## config.mk

```make
export PLATFORM = sky130hd
export DESIGN_NAME = dma_copy_engine
export DESIGN_NICKNAME = d
export VERILOG_FILES = /design/src/tcdm_pkg.sv /design/src/dma_copy_engine.sv
export VERILOG_INCLUDE_DIRS = /design/src
export SDC_FILE = /design/constraint.sdc
export NUM_CORES = 1
export LEC_CHECK = 0
export BUFFER_PORTS_ARGS = -buffer_cell sky130_fd_sc_hd__buf_2
export CORE_UTILIZATION = 45
export DETAILED_ROUTE_END_ITERATION = 7
export PLACE_DENSITY = 0.75
export SLEW_MARGIN = 0
export SYNTH_ARGS = -nofsm -noshare
export SYNTH_HDL_FRONTEND = slang
export SYNTH_SLANG_ARGS = --single-unit
export TNS_END_PERCENT = 1
```

## constraint.sdc

```tcl
create_clock -name clk_i -period 5.84 [get_ports clk_i]
set_input_delay 0.584 -clock clk_i [delete_from_list [all_inputs] [get_ports clk_i]]
set_output_delay 0.584 -clock clk_i [all_outputs]
set_load 0.01 [all_outputs]
```

## src/tcdm_cfg.svh

```systemverilog
// --------------------------------------
// Tile count and bank depth must be powers of two
// Data width must be a whole number of bytes
// --------------------------------------

`ifndef TCDM_CFG_SVH
`define TCDM_CFG_SVH

// Number of tile masters
// One bank per tile, so this is also the bank count
`define TCDM_NUM_TILES 4

// Words held by each bank
`define TCDM_BANK_WORDS 64

// Data word width in bits
`define TCDM_DATA_W 32

`endif

```

## src/tcdm_pkg.sv

```systemverilog
// --------------------------------------
// Word addresses are interleaved across banks
// The low address bits select the bank
// --------------------------------------

`include "tcdm_cfg.svh"

package tcdm_pkg;

  // Word address over the whole scratchpad
  typedef logic [$clog2(`TCDM_NUM_TILES * `TCDM_BANK_WORDS)-1:0] tcdm_addr_t;

  typedef logic [$clog2(`TCDM_NUM_TILES)-1:0] bank_sel_t;
  typedef logic [$clog2(`TCDM_BANK_WORDS)-1:0] bank_row_t;

  typedef logic [`TCDM_DATA_W-1:0] tcdm_data_t;
  typedef logic [`TCDM_DATA_W/8-1:0] tcdm_strb_t;

  // Tiles take the low ids, the DMA the highest
  typedef logic [$clog2(`TCDM_NUM_TILES + 1)-1:0] ini_id_t;

  // One extra bit so a full-scratchpad copy fits
  typedef logic [$bits(tcdm_addr_t):0] dma_len_t;

  typedef enum logic [2:0] {
    DMA_IDLE,
    DMA_READ,
    DMA_READ_WAIT,
    DMA_WRITE,
    DMA_WRITE_WAIT
  } dma_state_e;

endpackage

```

## src/dma_copy_engine.sv

```systemverilog
// --------------------------------------
// One word in flight, copied in rising address order
// Addresses wrap at the end of the scratchpad
// --------------------------------------

`include "tcdm_cfg.svh"

module dma_copy_engine
  import tcdm_pkg::*;
(
  input  logic       clk_i,
  input  logic       rst_n_i,
  // Command
  input  tcdm_addr_t dma_src_i,
  input  tcdm_addr_t dma_dst_i,
  input  dma_len_t   dma_len_i,
  input  logic       dma_valid_i,
  output logic       dma_ready_o,
  output logic       dma_busy_o,
  output logic       dma_done_o,
  // Scratchpad request
  output logic       req_valid_o,
  output tcdm_addr_t req_addr_o,
  output logic       req_wen_o,
  output tcdm_data_t req_wdata_o,
  output tcdm_strb_t req_be_o,
  input  logic       req_ready_i,
  // Scratchpad response
  input  logic       resp_valid_i,
  input  tcdm_data_t resp_rdata_i
);

  dma_state_e state_q;
  tcdm_addr_t src_q;
  tcdm_addr_t dst_q;
  dma_len_t   cnt_q;
  tcdm_data_t data_q;
  logic       done_q;

  // Read state doubles as the loop head and exit test
  always_ff @(posedge clk_i or negedge rst_n_i) begin
    if (!rst_n_i) begin
      state_q <= DMA_IDLE;
      src_q   <= '0;
      dst_q   <= '0;
      cnt_q   <= '0;
      done_q  <= 1'b0;
    end else begin
      done_q <= 1'b0;
      case (state_q)
        DMA_IDLE: begin
          if (dma_valid_i) begin
            src_q   <= dma_src_i;
            dst_q   <= dma_dst_i;
            cnt_q   <= dma_len_i;
            state_q <= DMA_READ;
          end
        end
        DMA_READ: begin
          if (cnt_q == '0) begin
            done_q  <= 1'b1;
            state_q <= DMA_IDLE;
          end else if (req_ready_i) begin
            state_q <= DMA_READ_WAIT;
          end
        end
        DMA_READ_WAIT: begin
          if (resp_valid_i) begin
            state_q <= DMA_WRITE;
          end
        end
        DMA_WRITE: begin
          if (req_ready_i) begin
            state_q <= DMA_WRITE_WAIT;
          end
        end
        DMA_WRITE_WAIT: begin
          if (resp_valid_i) begin
            src_q   <= src_q + tcdm_addr_t'(1);
            dst_q   <= dst_q + tcdm_addr_t'(1);
            cnt_q   <= cnt_q - dma_len_t'(1);
            state_q <= DMA_READ;
          end
        end
        default: state_q <= DMA_IDLE;
      endcase
    end
  end

  // Word held between its read and its write
  always_ff @(posedge clk_i) begin
    if (state_q == DMA_READ_WAIT && resp_valid_i) begin
      data_q <= resp_rdata_i;
    end
  end

  assign req_valid_o = ((state_q == DMA_READ) && (cnt_q != '0)) || (state_q == DMA_WRITE);
  assign req_wen_o   = (state_q == DMA_WRITE);
  assign req_addr_o  = (state_q == DMA_WRITE) ? dst_q : src_q;
  assign req_wdata_o = data_q;
  assign req_be_o    = '1;

  assign dma_ready_o = (state_q == DMA_IDLE);
  assign dma_busy_o  = (state_q != DMA_IDLE);
  assign dma_done_o  = done_q;

endmodule

```

==> results of run 1 <==
==> path summary, 6_finish.rpt <==
| path | to | start | cells past startpoint | slack, ns |
|---|---|---|---|---|
| max | req_valid_o | cnt_q[1] | 7 | 3.20 |
| min | src_q[1] | rst_n_i | 1 | 0.29 |
| max reg2reg | cnt_q[8] | cnt_q[1] | 6 | 3.85 |
| min reg2reg | cnt_q[0] | cnt_q[0] | 1 | 0.53 |
| max in group asynchronous | dma_done_o | rst_n_i | 1 | 5.11 |
| min in group clk_i | req_wdata_o[26] | resp_rdata_i[26] | 1 | 0.42 |
==> cell usage after synthesis <==
cell       instances
a2bb2oi_2          1
dfrtp_1           29
or4b_4             1
edfxtp_1          32
mux2_2             8
a21oi_1           19
nand4_1            3
nor2_1            19
or3b_2             1
nor3_2             1
mux2i_1            2
a32oi_1            2
a21oi_2            1
buf_4              4
nand3b_1           1
o2bb2ai_1          1
inv_1              6
or4_4              1
and4_1             2
conb_1             1
or3_1              3
nor4b_1            1
nor4_1             2
nand2_1           19
and3_1             2
o22ai_1            6
nand2b_1           2
nor3b_2            1
buf_2              3
a31oi_1            3
clkbuf_1          11
nand3_1           10
a2bb2oi_1          9
o21ai_0           26
ha_1               3
a211oi_1           1
a22oi_1            2
o32ai_1            3
and2_1             3
nor3_1             3
==> stage by stage <==
step	instances	util	power (mW)	hold slack (ns)	setup slack, ns
2_1_floorplan	251	-	1.07	0.288	1.16
4_1_cts	433	0.602	1.65	0.302	3.18
3_5_place_dp	417	0.568	1.27	0.524	3.54
3_3_place_gp	417	0.568	1.25	0.514	3.60
5_1_grt	433	0.602	1.75	0.324	3.05
6_report	433	0.602	1.63	0.286	3.20
==> routing by layer <==
| metal | vias to the layer above | part of all wire | track usage |
|---|---|---|---|
| met5 | - | 0 | 0 |
| met4 | 0 | 0.014 | 0.114 |
| met3 | 10 | 0.087 | 0.0506 |
| met2 | 113 | 0.46 | 0.315 |
| met1 | 1069 | 0.44 | 0.256 |
| li1 | 1130 | - | - |
==> registers in the layout (all words and copies together) (netlist names) <==
| register | count |
|---|---|
| src_q | 8 |
| cnt_q | 9 |
| dst_q | 8 |
| req_wdata_o | 32 |
| dma_done_o | 1 |
| state_q | 3 |
==> worst register-to-register path, cell delays in order, from the launching register on <==
cell and delay, ns:
dfrtp_1 0.39, inv_1 0.08, ha_1 0.20, or4b_4 0.51, or4_4 0.44, o22ai_1 0.16, a2bb2oi_2 0.08
==> final cells by class <==
type	count	area (um2)
Clock buffer	12	155
Clock inverter	4	47.5
Fill cell	532	2370
Inverter	6	22.5
Multi-Input combinational cell	166	1030
Sequential cell	61	1690
Tap cell	75	93.8
Timing Repair Buffer	109	553
==> power breakdown <==
part | internal, mW | switching, mW
combinational | 0.244 | 0.283
clock | 0.219 | 0.158
sequential | 0.589 | 0.140
total | 1.05 | 0.581
==> logic make-up (layout without fill, tap and decap cells) <==
logic type / after synthesis / after routing
AND/OR/NAND/NOR: 75 / 75
AO/OA/AOI/OAI: 74 / 74
flip-flops: 61 / 61
buffers and inverters: 24 / 131
multiplexers: 10 / 10
adder cells (fa/ha/maj): 3 / 3
other: 1 / 4
==> results.py, run 1 <==
metrics = {
    "yosys": {
        "synth_top_area_frac": 0.343,
        "synth_compound_area_frac": 0.164,
        "synthMuxAreaShare": 0.0394,
        "synth-simple-area-share": 0.140,
        "yosys_warnings": 0,
        "syn_avg_cell_area_um2": 11.3,
        "netlist_instances": 248,
        "synth_top_family_by_area": "compound AO/OA/AOI/OAI gates",
        "syn_area_um2": 2800,
        "synth.area.top_cells": "edfxtp_1 34%, dfrtp_1 26%, o21ai_0 4.7%",
        "synth_area_leader_cell": "edfxtp_1",
        "yosysSeqAreaShare": 0.603,
        "synth_cell_type_count": 40,
        "synth_xor_area_frac": 0,
        "synth_fa_ha_area_frac": 0.0134,
        "ys_ff_latch": 61,
    },
    "setup_path": {
        "cp_num_buf_inv": 2,
        "crit_top_cell": "nor2_1",
        "cpPeakStageDelay_ns": 0.51,
        "cp.required_ns": 5.26,
        "crit_fanout": 5,
        "start_kind": "flip-flop",
        "crit_slowest_cell": "or4b_4",
        "critPathTopFamily": "simple AND/OR/NAND/NOR gates",
        "critPathKind": "flip-flop to output port",
        "cp-end-kind": "output port",
        "worstPathArrival_ns": 2.06,
        "crit_path_cell_trace": "inv_1 -> ha_1 -> or4b_4 -> nand2b_1 -> nor2_1 -> nor2_1 -> buf_2",
    },
    "route": {
        "vias": 2322,
        "vias_per_cell": 5.36,
        "wire_per_inst_um": 14.7,
        "routed_wl_mm": 6.35,
        "detail-route-antenna-nets": 0,
        "first_iter_violations": 125,
        "dr.pass1.iters": 4,
        "drc_errors": 0,
    },
    "cells_and_area": {
        "num_antenna_cells": 0,
        "finalInstanceArea_um2": 3580,
        "final_common_cell": "buf_2",
        "area_growth_pct": 28.1,
        "drive_above_1_share": 0.391,
        "final_cell_mix": "106 x buf_2, 32 x edfxtp_1, 29 x dfrtp_1",
        "finish.net_count": 418,
    },
    "place": {
        "gp_congestion": 0.827,
        "placed_cell_area_um2": 3380,
        "dp_hpwl_mm": 4.51,
        "port_buffers": 106,
    },
    "floorplan": {
        "placementRows": 28,
        "die_y_um": 80.9,
        "die_w_um": 80.9,
        "ios": 111,
        "core_area_um2": 5960,
        "dieArea_um2": 6540,
        "initial_core_util": 0.470,
    },
    "clocking": {
        "clock_path_buffers": 2,
        "post_cts_resized": 0,
        "clk_pin_slew_ns": 0.07,
        "htree_num_levels": 3,
        "cts_tree": "done",
        "postCtsSetupRepairBufs": 0,
        "cts_buffers": 9,
        "insertion_delay_ns": 0.33,
        "hold_buffers": 0,
        "cts.sinks": 61,
        "cts_root_buf": "clkbuf_8",
    },
    "sta": {
        "worstMarginPinSlew_ns": 0.754,
        "fin_crit_sh": 0.452,
        "max_slew_margin": 0.497,
        "clock_skew_ns": 0.0101,
        "hold_viol": 0,
        "setup_viol": 0,
        "period_needed_ns": 2.64,
        "fmax_ghz": 0.379,
        "tns_ns": 0,
        "final_max_slew_viol_count": 0,
        "rsz0062_at_grt": "false",
    },
    "run_status": {
        "run_status": "finished clean",
    },
    "min_path": {
        "worst_hold_path_type": "primary input to async pin",
    },
    "grt": {
        "grt_pass1_wl_mm": 9.77,
        "grt_pass1_vias": 2075,
        "grtUsageTotal": 0.202,
        "grt_max_degree": 46,
        "grt_overflow": 0,
        "antenna_found_initial": 0,
    },
    "run": {
        "drv_cap": 0,
    },
    "power": {
        "leakage_nw": 1.53,
        "power_density_nw_per_um2": 456,
        "ir_drop_mv": 0.226,
    },
}
Power figures use the tool's default switching activity.
==> run 2: changes to the inputs <==
Settings changed: CORE_UTILIZATION 45 to 44, PLACE_DENSITY 0.75 to 0.76.
Clock period 5.84 ns to 2.3 ns, I/O delays scaled along.
==> results.py, run 2 (synthesis results as in run 1) <==
metrics = {
    "grt": {
        "grt_overflow": 0,
        "grtUsageTotal": 0.211,
        "grt_pass1_vias": 2210,
        "use_met1": 0.270,
        "use_met3": 0.0744,
        "antenna_found_initial": 0,
        "grt_use_met2": 0.332,
        "grt_busiest_layer": "met2",
        "grt_max_degree": 33,
        "grt_pass1_wl_mm": 10.4,
    },
    "sta": {
        "fmax_ghz": 0.445,
        "final_max_slew_viol_count": 0,
        "layout_setup_ws_ns": 0.0522,
        "clock_skew_ns": 0.00653,
        "hold_viol": 0,
        "rsz0062_at_grt": "true",
        "setup_viol": 0,
        "fin_crit_sh": 0.977,
        "period_needed_ns": 2.25,
        "worstMarginPinSlew_ns": 0.757,
        "max_slew_margin": 0.495,
    },
    "clocking": {
        "cts_root_buf": "clkbuf_8",
        "cts_tree": "done",
        "cts.sinks": 61,
        "cts_buffers": 9,
        "htree_num_levels": 3,
        "clk_pin_slew_ns": 0.07,
        "clock_path_buffers": 2,
        "insertion_delay_ns": 0.33,
    },
    "floorplan": {
        "die_y_um": 81.7,
        "core_area_um2": 6030,
        "placementRows": 28,
        "ios": 111,
        "initial_core_util": 0.464,
        "die_w_um": 81.7,
        "dieArea_um2": 6680,
    },
    "cells_and_area": {
        "area_growth_pct": 30.4,
        "multi_input_area_um2": 1050,
        "final_cell_mix": "106 x buf_2, 32 x edfxtp_1, 29 x dfrtp_1",
        "drive_above_1_share": 0.402,
        "fill_cells": 505,
        "finish.net_count": 421,
        "finish.utilization": 0.605,
        "final_common_cell": "buf_2",
        "num_antenna_cells": 0,
        "largest_reg_flops": 32,
        "area.sequential_um2": 1690,
    },
    "route": {
        "drc_errors": 0,
        "routed_wl_mm": 6.61,
        "first_iter_violations": 67,
        "vias_per_cell": 5.47,
        "dr.pass1.iters": 4,
        "wire_per_inst_um": 15.2,
        "detail-route-antenna-nets": 0,
        "vias": 2387,
    },
    "setup_path": {
        "start_kind": "flip-flop",
        "critPathKind": "flip-flop to output port",
        "cp.required_ns": 2.07,
        "cp-end-kind": "output port",
        "worstPathArrival_ns": 2.02,
        "crit_fanout": 5,
    },
    "run": {
        "drv_cap": 0,
    },
    "power": {
        "ir_drop_mv": 0.537,
        "leakage_nw": 1.56,
        "fin_total_pwr_mw": 4.28,
        "power_density_nw_per_um2": 1170,
    },
    "place": {
        "post-place-ws_ns": 0.289,
        "dp_hpwl_mm": 4.61,
        "gp_congestion": 0.774,
        "port_buffers": 106,
    },
    "run_status": {
        "run_status": "finished clean",
    },
    "min_path": {
        "worst_hold_path_type": "primary input to flip-flop",
    },
}
-- run 2: cell types whose count changed in the layout (fill, tap and decap cells not counted), sizes merged --
cell,delta
clkbuf,-3
bufinv,+1
dlygate4sd3,+1
clkinv,+2
buf,+2
-- run 2: what timing repair did --
item | in CTS | in global routing
hold endpoints to repair | 29 | 0
setup endpoints to repair | 1 | 9
resized for setup | 2 | 2
cloned | 0 | 0
hold buffers | 1 | 0
buffers inserted | 0 | 1
pin swaps | 0 | 0
-- run 2: power by group --
group	total [mW]	switching, mW	internal, mW
Clock	1.03	0.423	0.604
Combinational	1.38	0.739	0.645
Sequential	1.87	0.375	1.49
-- run 2: final cells by class --
type	instances	share of cell area
sequential	61	0.462
multi-input combinational	166	0.289
timing repair buffer	112	0.158
clock buffer	9	0.0340
tap	75	0.0257
clock inverter	7	0.0247
inverter	6	0.00617
-- run 2: worst paths after layout --
path | startpoint | to | slack, ns | depth (start not counted)
max | cnt_q[0] | req_valid_o | 0.05 | 7
min | resp_rdata_i[8] | req_wdata_o[8] | 0.07 | 1
max reg2reg | cnt_q[0] | cnt_q[8] | 0.30 | 6
min reg2reg | cnt_q[0] | cnt_q[0] | 0.56 | 1
max in group asynchronous | rst_n_i | state_q[1] | 1.36 | 2
min in group asynchronous | rst_n_i | src_q[3] | 0.48 | 2
-- run 2: stage by stage --
stage / area (um2) / std cells / hold WS, ns / TNS (ns)
global placement: 3400 / 418 / 0.314 / 0
floorplan: 2830 / 251 / -0.0656 / 0
detailed placement: 3400 / 418 / 0.325 / 0
CTS: 3630 / 435 / 0.0535 / 0
global route: 3650 / 436 / 0.0437 / -0.0479
finish: 3650 / 436 / 0.0727 / 0
-- run 2: metal layers --
layer | vias to the layer above | wire length (um)
met3 | 6 | 576
li1 | 1133 | -
met1 | 1128 | 2910
met2 | 120 | 3070
met4 | 0 | 55
met5 | - | 0
-- run 2: critical path: stages, from the launching register on --
cell and delay [ns]:
dfrtp_1 0.41, inv_1 0.08, ha_2 0.20, or4b_4 0.51
nand2b_4 0.19, nor2_4 0.11, nor2_1 0.05, buf_2 0.14
